$ cat src/hw/decoder_defines.svh
/*
	Decode stage widths, field sizes, link register and credit depth
*/
`ifndef DECODER_DEFINES_SVH
`define DECODER_DEFINES_SVH

`define DATA_WIDTH 32 // Full data word
`define REG_ADDR_WIDTH 5 // Register file index
`define OPCODE_WIDTH 6 // Primary opcode field
`define FUNCT_WIDTH 6 // R-type funct field
`define SHAMT_WIDTH 5 // Shift amount field
`define IMM_WIDTH 16 // Short immediate
`define TARGET_WIDTH 26 // Jump target

`define LINK_REG 5'd31 // $ra for JAL

// Consumer queue slots, one credit each
`define CREDIT_DEPTH 4
`define CREDIT_CNT_WIDTH 3 // Holds 0..CREDIT_DEPTH

`endif
$ cat src/hw/isaPkg.sv
/*
	MIPS instruction encoding: word layout, opcode and funct codes
*/
`default_nettype none
`include "decoder_defines.svh"

package isaPkg;

	typedef logic [`REG_ADDR_WIDTH-1:0] regAddr_t; // Register index

	typedef enum logic [`OPCODE_WIDTH-1:0] {
		RTYPE = 6'h00, // Decoded by funct
		J = 6'h02,
		JAL = 6'h03,
		BEQ = 6'h04,
		BNE = 6'h05,
		ADDI = 6'h08,
		ADDIU = 6'h09,
		SLTI = 6'h0a,
		SLTIU = 6'h0b,
		ANDI = 6'h0c,
		ORI = 6'h0d,
		XORI = 6'h0e,
		LUI = 6'h0f,
		LW = 6'h23,
		SW = 6'h2b,
		HALT = 6'h3f
	} opcode_t;

	typedef enum logic [`FUNCT_WIDTH-1:0] {
		SLL = 6'h00, SRL = 6'h02, JR = 6'h08,
		ADD = 6'h20, ADDU = 6'h21, SUB = 6'h22, SUBU = 6'h23,
		AND = 6'h24, OR = 6'h25, XOR = 6'h26, NOR = 6'h27,
		SLT = 6'h2a, SLTU = 6'h2b
	} funct_t;

	// R layout; low 16 bits double as immediate, low 26 as target
	typedef struct packed {
		opcode_t opcode; // [31:26]
		regAddr_t rs; // [25:21]
		regAddr_t rt; // [20:16]
		regAddr_t rd; // [15:11]
		logic [`SHAMT_WIDTH-1:0] shamt; // [10:6]
		funct_t funct; // [5:0]
	} instr_t;

endpackage

`default_nettype wire

$ cat src/hw/ctrlPkg.sv
/*
	Datapath control encodings, per-decoder control fields and the
	issued control word
*/
`default_nettype none
`include "decoder_defines.svh"

package ctrlPkg;

	typedef enum logic [3:0] {
		ALU_SLL = 4'h0, ALU_SRL = 4'h1, ALU_ADD = 4'h2, ALU_SUB = 4'h3,
		ALU_AND = 4'h4, ALU_OR = 4'h5, ALU_XOR = 4'h6, ALU_NOR = 4'h7,
		ALU_SLT = 4'h8, ALU_SLTU = 4'h9,
		ALU_NONE = 4'hf // ALU result unused
	} aluOp_t;

	typedef enum logic [1:0] {SRC_REG, SRC_IMM, SRC_SHAMT} aluSrc_t; // ALU port B
	typedef enum logic [1:0] {DST_RT, DST_RD, DST_LINK} regDst_t;
	typedef enum logic [1:0] {WB_ALU, WB_MEM, WB_UPPER, WB_LINK} memToReg_t; // Writeback mux
	typedef enum logic [1:0] {PC_NEXT, PC_TARGET, PC_REG} jmpSel_t; // PC source
	typedef enum logic [1:0] {BR_NONE, BR_EQ, BR_NE} branchCond_t;
	typedef enum logic [2:0] {
		EXT_NONE, EXT_SIGN, EXT_ZERO, EXT_UPPER, EXT_TARGET
	} extKind_t; // How the immediate is built

	// Output of either decoder, before field extraction
	typedef struct packed {
		aluOp_t aluOp;
		aluSrc_t aluSrc;
		regDst_t regDst;
		extKind_t extKind;
		memToReg_t memToReg;
		jmpSel_t jmpSel;
		branchCond_t branchCond;
		logic regWrite;
		logic memRead;
		logic memWrite;
		logic halt;
		logic illegal; // Unknown opcode or funct
	} ctrlFields_t;

	// Registered word handed to the consumer
	typedef struct packed {
		aluOp_t aluOp;
		aluSrc_t aluSrc;
		memToReg_t memToReg;
		jmpSel_t jmpSel;
		branchCond_t branchCond;
		logic regWrite;
		logic memRead;
		logic memWrite;
		logic halt;
		logic illegal;
		isaPkg::regAddr_t rs;
		isaPkg::regAddr_t rt;
		isaPkg::regAddr_t wrReg; // Resolved destination
		logic [`SHAMT_WIDTH-1:0] shamt;
		logic [`DATA_WIDTH-1:0] immediate; // Already extended
	} decoded_t;

	// Everything inactive
	localparam ctrlFields_t ctrlNop = '{
		aluOp: ALU_NONE, aluSrc: SRC_REG, regDst: DST_RT, extKind: EXT_NONE,
		memToReg: WB_ALU, jmpSel: PC_NEXT, branchCond: BR_NONE,
		regWrite: 1'b0, memRead: 1'b0, memWrite: 1'b0, halt: 1'b0, illegal: 1'b0
	};

	localparam ctrlFields_t ctrlIllegal = '{
		aluOp: ALU_NONE, aluSrc: SRC_REG, regDst: DST_RT, extKind: EXT_NONE,
		memToReg: WB_ALU, jmpSel: PC_NEXT, branchCond: BR_NONE,
		regWrite: 1'b0, memRead: 1'b0, memWrite: 1'b0, halt: 1'b0, illegal: 1'b1
	};

endpackage

`default_nettype wire

$ cat src/hw/mipsDecoder.sv
/*
	Decode stage top: funct and opcode decoders feeding the issue stage
*/
`timescale 1ns/1ps
`default_nettype none
`include "decoder_defines.svh"

module mipsDecoder (
	input logic clk,
	input logic arstN,
	input logic instrValid,
	input isaPkg::instr_t instr,
	output logic instrReady,
	output logic ctrlValid,
	output ctrlPkg::decoded_t ctrl,
	input logic creditReturn // One pulse per freed slot
);

	import ctrlPkg::*;

	ctrlFields_t rCtrl; // R-type result
	ctrlFields_t iCtrl; // I/J-type result
	logic isRType;

	functDecode uFunctDecode (
		.funct(instr.funct),
		.rCtrl(rCtrl)
	);

	opcodeDecode uOpcodeDecode (
		.opcode(instr.opcode),
		.iCtrl(iCtrl),
		.isRType(isRType)
	);

	decodeIssue uDecodeIssue (
		.clk(clk),
		.arstN(arstN),
		.instrValid(instrValid),
		.instr(instr),
		.isRType(isRType),
		.rCtrl(rCtrl),
		.iCtrl(iCtrl),
		.creditReturn(creditReturn),
		.instrReady(instrReady),
		.ctrlValid(ctrlValid),
		.ctrl(ctrl)
	);

endmodule

`default_nettype wire

$ cat src/hw/decodeIssue.sv
/*
	Issue stage: merges decoder outputs, extracts fields, registers the
	control word and keeps the consumer credit count
*/
`timescale 1ns/1ps
`default_nettype none
`include "decoder_defines.svh"

module decodeIssue (
	input logic clk,
	input logic arstN,
	input logic instrValid,
	input isaPkg::instr_t instr,
	input logic isRType,
	input ctrlPkg::ctrlFields_t rCtrl,
	input ctrlPkg::ctrlFields_t iCtrl,
	input logic creditReturn,
	output logic instrReady,
	output logic ctrlValid,
	output ctrlPkg::decoded_t ctrl
);

	import isaPkg::*;
	import ctrlPkg::*;

	localparam logic [`CREDIT_CNT_WIDTH-1:0] creditMax = `CREDIT_CNT_WIDTH'(`CREDIT_DEPTH);

	ctrlFields_t sel; // Active decoder result
	regAddr_t wrReg;
	logic [`DATA_WIDTH-1:0] imm;
	logic [`SHAMT_WIDTH-1:0] shamtSel;
	logic [`CREDIT_CNT_WIDTH-1:0] credits; // Free consumer slots
	logic accept;
	logic creditIn; // Return that actually counts
	decoded_t nextWord;

	assign sel = isRType ? rCtrl : iCtrl;

	always_comb
	begin
		case (sel.regDst)
			DST_RD: wrReg = instr.rd;
			DST_LINK: wrReg = `LINK_REG; // $ra
			default: wrReg = instr.rt;
		endcase
	end

	// Immediate built from the low bits of the word
	always_comb
	begin
		case (sel.extKind)
			EXT_SIGN: imm = {{(`DATA_WIDTH-`IMM_WIDTH){instr[`IMM_WIDTH-1]}},
				instr[`IMM_WIDTH-1:0]};
			EXT_ZERO: imm = {{(`DATA_WIDTH-`IMM_WIDTH){1'b0}}, instr[`IMM_WIDTH-1:0]};
			EXT_UPPER: imm = {instr[`IMM_WIDTH-1:0], {(`DATA_WIDTH-`IMM_WIDTH){1'b0}}};
			EXT_TARGET: imm = {{(`DATA_WIDTH-`TARGET_WIDTH){1'b0}},
				instr[`TARGET_WIDTH-1:0]}; // Word index, PC bits added later
			default: imm = '0;
		endcase
	end

	assign shamtSel = (sel.aluSrc == SRC_SHAMT) ? instr.shamt : '0;

	assign nextWord = '{
		aluOp: sel.aluOp, aluSrc: sel.aluSrc, memToReg: sel.memToReg,
		jmpSel: sel.jmpSel, branchCond: sel.branchCond,
		regWrite: sel.regWrite, memRead: sel.memRead, memWrite: sel.memWrite,
		halt: sel.halt, illegal: sel.illegal,
		rs: instr.rs, rt: instr.rt, wrReg: wrReg, shamt: shamtSel,
		immediate: imm
	};

	assign instrReady = (credits != '0); // Any slot left
	assign accept = instrValid && instrReady;
	assign creditIn = creditReturn && (credits != creditMax); // Drop spurious return

	always_ff @(posedge clk or negedge arstN)
	begin
		if (!arstN)
		begin
			credits <= creditMax;
			ctrlValid <= 1'b0;
		end
		else
		begin
			ctrlValid <= accept; // One pulse per word
			case ({accept, creditIn})
				2'b10: credits <= credits - 1'b1;
				2'b01: credits <= credits + 1'b1;
				default: credits <= credits; // Both or neither
			endcase
		end
	end

	always_ff @(posedge clk)
	begin
		if (accept)
			ctrl <= nextWord; // Payload
	end

endmodule

`default_nettype wire

$ cat src/hw/opcodeDecode.sv
/*
	Primary opcode decoder for I- and J-type words; also flags R-type
*/
`timescale 1ns/1ps
`default_nettype none

module opcodeDecode (
	input isaPkg::opcode_t opcode,
	output ctrlPkg::ctrlFields_t iCtrl,
	output logic isRType
);

	import isaPkg::*;
	import ctrlPkg::*;

	assign isRType = (opcode == RTYPE); // Only place this test is made

	always_comb
	begin
		iCtrl = ctrlNop;

		case (opcode)
			RTYPE:
			begin
				iCtrl = ctrlNop; // Funct decoder takes over
			end
			ADDI, ADDIU:
			begin
				iCtrl.aluOp = ALU_ADD;
				iCtrl.aluSrc = SRC_IMM;
				iCtrl.extKind = EXT_SIGN;
				iCtrl.regWrite = 1'b1; // R[rt]
			end
			SLTI, SLTIU:
			begin
				iCtrl.aluOp = (opcode == SLTI) ? ALU_SLT : ALU_SLTU;
				iCtrl.aluSrc = SRC_IMM;
				iCtrl.extKind = EXT_SIGN; // Sign extended even for SLTIU
				iCtrl.regWrite = 1'b1;
			end
			ANDI, ORI, XORI:
			begin
				case (opcode)
					ANDI: iCtrl.aluOp = ALU_AND;
					ORI: iCtrl.aluOp = ALU_OR;
					default: iCtrl.aluOp = ALU_XOR;
				endcase
				iCtrl.aluSrc = SRC_IMM;
				iCtrl.extKind = EXT_ZERO; // Logical ops zero extend
				iCtrl.regWrite = 1'b1;
			end
			LUI:
			begin
				iCtrl.aluSrc = SRC_IMM;
				iCtrl.extKind = EXT_UPPER; // {imm, 16'b0}
				iCtrl.memToReg = WB_UPPER; // Bypasses the ALU
				iCtrl.regWrite = 1'b1;
			end
			J, JAL:
			begin
				iCtrl.extKind = EXT_TARGET;
				iCtrl.jmpSel = PC_TARGET;
				if (opcode == JAL)
				begin
					iCtrl.regDst = DST_LINK; // R[31] <= return address
					iCtrl.memToReg = WB_LINK;
					iCtrl.regWrite = 1'b1;
				end
			end
			BEQ, BNE:
			begin
				iCtrl.aluOp = ALU_SUB; // rs - rt, zero flag decides
				iCtrl.extKind = EXT_SIGN; // Branch offset
				iCtrl.branchCond = (opcode == BEQ) ? BR_EQ : BR_NE;
			end
			LW:
			begin
				iCtrl.aluOp = ALU_ADD; // Base + offset
				iCtrl.aluSrc = SRC_IMM;
				iCtrl.extKind = EXT_SIGN;
				iCtrl.memRead = 1'b1;
				iCtrl.memToReg = WB_MEM;
				iCtrl.regWrite = 1'b1; // No cache, load always writes
			end
			SW:
			begin
				iCtrl.aluOp = ALU_ADD;
				iCtrl.aluSrc = SRC_IMM;
				iCtrl.extKind = EXT_SIGN;
				iCtrl.memWrite = 1'b1;
			end
			HALT:
			begin
				iCtrl.halt = 1'b1; // No register write
			end
			default:
			begin
				iCtrl = ctrlIllegal;
			end
		endcase
	end

endmodule

`default_nettype wire

$ cat src/hw/functDecode.sv
/*
	R-type decoder, funct code to control fields
*/
`timescale 1ns/1ps
`default_nettype none

module functDecode (
	input isaPkg::funct_t funct,
	output ctrlPkg::ctrlFields_t rCtrl
);

	import isaPkg::*;
	import ctrlPkg::*;

	always_comb
	begin
		rCtrl = ctrlNop;
		rCtrl.regWrite = 1'b1; // All R-type but JR write
		rCtrl.regDst = DST_RD; // R[rd]

		case (funct)
			SLL:
			begin
				rCtrl.aluOp = ALU_SLL;
				rCtrl.aluSrc = SRC_SHAMT; // Shift by shamt
			end
			SRL:
			begin
				rCtrl.aluOp = ALU_SRL;
				rCtrl.aluSrc = SRC_SHAMT;
			end
			JR:
			begin
				rCtrl.jmpSel = PC_REG; // PC <= R[rs]
				rCtrl.regWrite = 1'b0;
			end
			ADD, ADDU:
			begin
				rCtrl.aluOp = ALU_ADD; // Overflow not trapped
			end
			SUB, SUBU:
			begin
				rCtrl.aluOp = ALU_SUB;
			end
			AND:
			begin
				rCtrl.aluOp = ALU_AND;
			end
			OR:
			begin
				rCtrl.aluOp = ALU_OR;
			end
			XOR:
			begin
				rCtrl.aluOp = ALU_XOR;
			end
			NOR:
			begin
				rCtrl.aluOp = ALU_NOR;
			end
			SLT:
			begin
				rCtrl.aluOp = ALU_SLT; // Signed compare
			end
			SLTU:
			begin
				rCtrl.aluOp = ALU_SLTU;
			end
			default:
			begin
				rCtrl = ctrlIllegal; // Unknown funct, nothing written
			end
		endcase
	end

endmodule

`default_nettype wire

$ cat config.mk
export PLATFORM = sky130hd
export DESIGN_NAME = mipsDecoder
export DESIGN_NICKNAME = d
export VERILOG_FILES = /design/src/hw/isaPkg.sv /design/src/hw/ctrlPkg.sv /design/src/hw/mipsDecoder.sv /design/src/hw/decodeIssue.sv /design/src/hw/opcodeDecode.sv /design/src/hw/functDecode.sv
export VERILOG_INCLUDE_DIRS = /design/src /design/src/hw
export SDC_FILE = /design/constraint.sdc
export NUM_CORES = 1
export LEC_CHECK = 0
export ABC_AREA = 1
export BUFFER_PORTS_ARGS = -buffer_cell sky130_fd_sc_hd__clkbuf_2
export CAP_MARGIN = 10
export CORE_ASPECT_RATIO = 0.5
export CORE_MARGIN = 4
export CORE_UTILIZATION = 51
export CTS_CLUSTER_DIAMETER = 120
export CTS_CLUSTER_SIZE = 30
export DETAILED_ROUTE_END_ITERATION = 16
export PLACE_DENSITY = 0.78
export SYNTH_ARGS = -nofsm -noshare
export SYNTH_HDL_FRONTEND = slang
export SYNTH_SLANG_ARGS = --single-unit
$ cat constraint.sdc
create_clock -name clk -period 2.81 [get_ports clk]
set_input_delay 0.562 -clock clk [delete_from_list [all_inputs] [get_ports clk]]
set_output_delay 0.562 -clock clk [all_outputs]
set_load 0.01 [all_outputs]
## Word-level counts from Yosys, hierarchy flattened

Cells that the tools add are included.

| word-level totals | value |
|---|---|
| register bits after elaboration | 73 |
| input port bits | 36 |
| output and inout bits | 71 |
| logic and storage cells | 106 |

| cells by class | value |
|---|---|
| $add $sub $neg | 2 |
| equality and inequality tests | 37 |
| multiplexer cells | 28 |
| bitwise logic cells | 1 |
| reduce and logical (&&, ||, !) cells | 21 |

Operator list:

| kind | count |
|---|---|
| $pmux 32 s4 | 1 |
| $eq 6x6->1 const B | 13 |
| $eq 6x4->1 const B | 9 |
| $pmux 4 s10 | 1 |
| $mux 22 | 1 |
| $eq 6x2->1 const B | 3 |
| $pmux 4 s4 | 1 |
| $reduce_or 15->1 | 1 |
| $mux 2 | 7 |
| $reduce_or 2->1 | 7 |
| $reduce_or 13->1 | 1 |
| $eq 6x3->1 const B | 2 |
| $logic_not 6->1 | 2 |
| $pmux 3 s4 | 1 |
| $reduce_or 12->1 | 1 |
| $mux 1 | 10 |
| $pmux 5 s2 | 1 |
| $reduce_or 10->1 | 1 |
| $reduce_or 9->1 | 1 |
| $reduce_or 8->1 | 1 |
| $eq 2x2->1 const B | 3 |
| $eq 3x2->1 const B | 2 |
| $mux 6 | 1 |
| $pmux 2 s3 | 1 |
| 15 further kinds | 17 |

## Longest topological paths before layout

| logic depth | value |
|---|---|
| depth in word-level cells | 6 |
| depth in mapped cells | 10 |
| mapped depth without buffers | 9 |

## Modules after synthesis

Synthesis repeated with hierarchy kept, for this count alone.

| unflattened totals | value |
|---|---|
| cell total of the unflattened synthesis | 480 |
| area total of the unflattened synthesis | 4311.6 um2 |

By module, submodules not included:

| module | instances | cells each | area an instance (um2) | sequential area each (um2) |
|---|---|---|---|---|
| decodeIssue | 1 | 325 | 3494.6 | 2173.3 |
| opcodeDecode | 1 | 87 | 456.7 | 0.0 |
| functDecode | 1 | 68 | 360.3 | 0.0 |

## Worst setup path before layout

Ideal clock, no wire load.

| path | value |
|---|---|
| kind | register to register |
| from | register uDecodeIssue.credits[2] |
| to | register uDecodeIssue.ctrl[0] (netlist name) |
| library setup time | 0.424 ns |
| data arrival time | 2.148 ns |
| required time | 2.386 ns |
| slack | 0.238 ns |
| stages on the path, launching flop included | 5 |
| buffers on the path | 0 |
| clock period less this slack | 2.572 ns |
| path through | dfstp_2 > inv_1 > nand3_1 > nand2_1 > inv_1 |

| between the ends | value |
|---|---|
| longest elaborated chain between the ends | 2 |

Ends and longest elaborated chain:

| what | line | text |
|---|---|---|
| start: declaration | decodeIssue.sv:32 | `` logic [`CREDIT_CNT_WIDTH-1:0] credits; `` |
| start signal: assignment | decodeIssue.sv:81 | `credits <= creditMax;` |
| start signal: assignment | decodeIssue.sv:88 | `2'b10: credits <= credits - 1'b1;` |
| start signal: assignment | decodeIssue.sv:89 | `2'b01: credits <= credits + 1'b1;` |
| $reduce_bool 3->1 | decodeIssue.sv:73 | `assign instrReady = (credits != '0);` |
| via instrReady | mipsDecoder.sv:13 | `output logic instrReady,` |
| $logic_and 1x1->1 | decodeIssue.sv:74 | `assign accept = instrValid && instrReady;` |
| via uDecodeIssue.accept | decodeIssue.sv:33 | `logic accept;` |

The timed path passes the listed nets, and every way through them passes these cells.
A chain may end at the register's enable or synchronous reset.

## Worst setup path after layout

| path | value |
|---|---|
| from | register uDecodeIssue.credits[1] |
| to | register uDecodeIssue.credits[2] |

| between the ends | value |
|---|---|
| longest elaborated chain between the ends | 4 |
| elaborated cells between the ends (all ways) | 10 |
| classes of those cells | add/sub: 2; eq/ne: 3; mux: 1; reduce/logical: 4 |

Ends and longest elaborated chain:

| what | line | text |
|---|---|---|
| $ne 3x3->1 or $reduce_bool 3->1 (tied branches) | decodeIssue.sv:75, decodeIssue.sv:73 |  |
| $logic_and 1x1->1 (on tied branches) | decodeIssue.sv:75, decodeIssue.sv:74 |  |
| $eq 2x1->1 or $eq 2x2->1 (tied branches) | decodeIssue.sv:87 | `case ({accept, creditIn})` |
| $pmux 3 s2 or $reduce_bool 2->1 (tied branches) | -- |  |

Parallel ways exist; a longest one is shown, timed or not.

==> out/metrics.yaml <==
sta:
  fin_crit_ps: 1870
  tns_ps: 0
  post-route-period-util: 0.665
  slew_headroom: 0.629
  rsz0062_at_grt: "false"
  drv_slew: 0
  hold_violations: 0
  worst_pin_slew_ps: 556
  max_freq_ghz: 0.535
  setup_viol_count_final: 0
  skew_ps: 5.41
pwr:
  clock_power_share: 0.368
  leakage_nw: 2.14
  peakVddDrop_mv: 0.401
  p_sw_w: 0.000821
  intPower_w: 0.00238
  p_sw_frac: 0.257
  combPwrFrac: 0.172
  power_density_nw_per_um2: 733
  pwr-share-seq: 0.460
cells_and_area:
  nets: 486
  drive_gt1_frac: 0.338
  nFillCells: 489
  syn_to_final_growth_pct: 27.2
  stdcell_count: 541
  final_cell_mix: "106 x clkbuf_2, 100 x nand2_1, 69 x edfxtp_1, 44 x inv_1, 28 x nand3_1"
  fin_util: 0.693
  layout_commonest_cell: "clkbuf_2"
  antenna_cells: 0
cts:
  insertion_delay_ps: 320
  post_cts_resized: 0
  h-tree-depth: 3
  cts-root-buf: "clkbuf_16"
  clk_pin_slew_worst_paths_ps: 60
  cts_tree: "yes"
  cts_setup_buffers: 0
  ctsHoldBuffers: 0
  cts_inserted_buffers: 9
  cts.path.max_buffers: 2
  cts_num_sinks: 73
yosys:
  syn_inst: 336
  synth_xor_area_frac: 0.00510
  syn_area_per_cell_um2: 10.2
  synth_fp_nets: 374
  synth_warnings: 0
  synth_edf_count: 69
  synth-compound-area-share: 0.0291
  synth_area_um2: 3440
  synth_top_family_by_area: "simple AND/OR/NAND/NOR gates"
  synth-seq-cells: 73
  async_reset_ff_frac: 0.0548
  synth.distinct_cells: 31
  muxShareOfSynthArea: 0
  ys_seq_area_frac: 0.633
  synthFlopType: "edfxtp_1"
  synthSimpleGateAreaFrac: 0.255
  yosys.area_share.adder: 0.00947
worst_setup_path:
  reg2reg_depth: 9
  r2r_slack_ps: 940
  startpoint: "uDecodeIssue.credits[1]"
  required_ps: 3060
  crit_arrival_ps: 2110
  r2r-end: "uDecodeIssue.credits[2]"
  startpoint_type: "flip-flop"
  crit_type: "flip-flop to flip-flop"
  r2r_start: "uDecodeIssue.credits[1]"
  worstSetupEndpointType: "flip-flop"
  crit_path_max_fanout: 3
drt:
  wirelength_mm: 7.68
  post_drt_via_cell_ratio: 5.00
  drtAntennaViolNets: 0
  first_pass_iters: 5
  vias: 2705
  wl_per_cell_um: 14.2
  drc_errors: 0
  first_iter_violations: 265
placed_design:
  dp.cells: 525
  post-dp-hpwl_mm: 5.46
  place.gp.congestion: 0.850
  portBuffers: 106
die:
  pin_count: 107
  coreArea_um2: 6310
  start_util: 0.545
  die_area_um2: 8190
  die_h_um: 66.0
  rows: 20
  floorplan.die.width_um: 124
global_routing:
  grtUsageTotal: 0.197
  grt_pass1_vias: 2475
  grt_max_degree: 71
  grt_pass1_wl_mm: 12.2
  antenna_found_initial: 0
  grt_overflow: 0
status:
  status: "complete, no violations"
run:
  max-cap-violations: 0
hold_path:
  hold_class: "input port to async pin"
## critical path, cell delays in order (launching register included)
cell and delay [ps]:
dfrtp_1 390, inv_1 110, nand3_1 100, nand2_1 120, ha_1 160, inv_1 70
fa_1 430, a21oi_1 140, o21ai_0 110, xor2_1 150
## worst max path at each step
stage,end,slack [ps]
after floorplan,uDecodeIssue.ctrl[0],240
after global placement,uDecodeIssue.ctrl[30],780
after detailed placement,uDecodeIssue.ctrl[30],720
after CTS,uDecodeIssue.credits[2],950
after global routing,uDecodeIssue.credits[2],770
final,uDecodeIssue.credits[2],940
## routing by layer
| layer | routed length [um] | GRT usage |
|---|---|---|
| met2 | 3810 | 0.330 |
| met3 | 571 | 0.0573 |
| met5 | 0 | 0 |
| met1 | 3200 | 0.252 |
| met4 | 108 | 0.0573 |
## logic make-up (layout without fill, tap and decap cells)
logic type,Yosys count,after routing
AO/OA/AOI/OAI,18,18
adder cells (fa/ha/maj),2,2
XOR/XNOR,2,2
flip-flops,73,73
buffers and inverters,57,174
AND/OR/NAND/NOR,184,184
## layout make-up
class | count | area [um^2] | area share
clock buffer | 10 | 229 | 0.0524
clock inverter | 6 | 82.6 | 0.0189
inverter | 49 | 184 | 0.0421
multi-input combinational | 206 | 1020 | 0.235
sequential | 73 | 2170 | 0.497
tap | 88 | 110 | 0.0252
timing repair buffer | 109 | 566 | 0.129
## registers in the layout, indices dropped and copies added, names as in the netlist
register and count:
uDecodeIssue.credits 3, uDecodeIssue.ctrl 69, uDecodeIssue.ctrlValid 1
## stage by stage
step           instance area [um^2]  hold WS, ps  setup slack [ps]  power, W
6_report                       4370         33.9               942   0.00320
5_1_grt                        4370         28.3               770   0.00336
4_1_cts                        4370         29.6               945   0.00323
3_5_place_dp                   4060          375               723   0.00205
3_3_place_gp                   4060          372               783   0.00203
2_1_floorplan                  3440          266               238   0.00180
## Yosys cell counts (2+ instances only)
cell	instances	area (um^2)
a21oi_1	5	25.0
a31oi_1	2	12.5
buf_2	4	20.0
clkbuf_1	2	7.51
dfrtp_1	3	75.1
edfxtp_1	69	2070
inv_1	45	169
inv_2	4	15.0
nand2_1	100	375
nand2_2	5	31.3
nand2_4	2	22.5
nand3_1	28	140
nand3_2	11	110
nand4_1	7	43.8
nor2_1	21	78.8
nor2_2	3	18.8
nor2_4	2	22.5
nor3_1	3	15.0
o21ai_0	8	40.0
## power by group through the flow
stage	logic, W	registers (W)	clock network [W]
3_5_place_dp	0.000557	0.00150	0
2_1_floorplan	0.000215	0.00158	0
3_3_place_gp	0.000541	0.00149	0
6_report	0.000550	0.00147	0.00118
4_1_cts	0.000560	0.00148	0.00119
5_1_grt	0.000616	0.00149	0.00125
(Power assumes the default switching activity.)
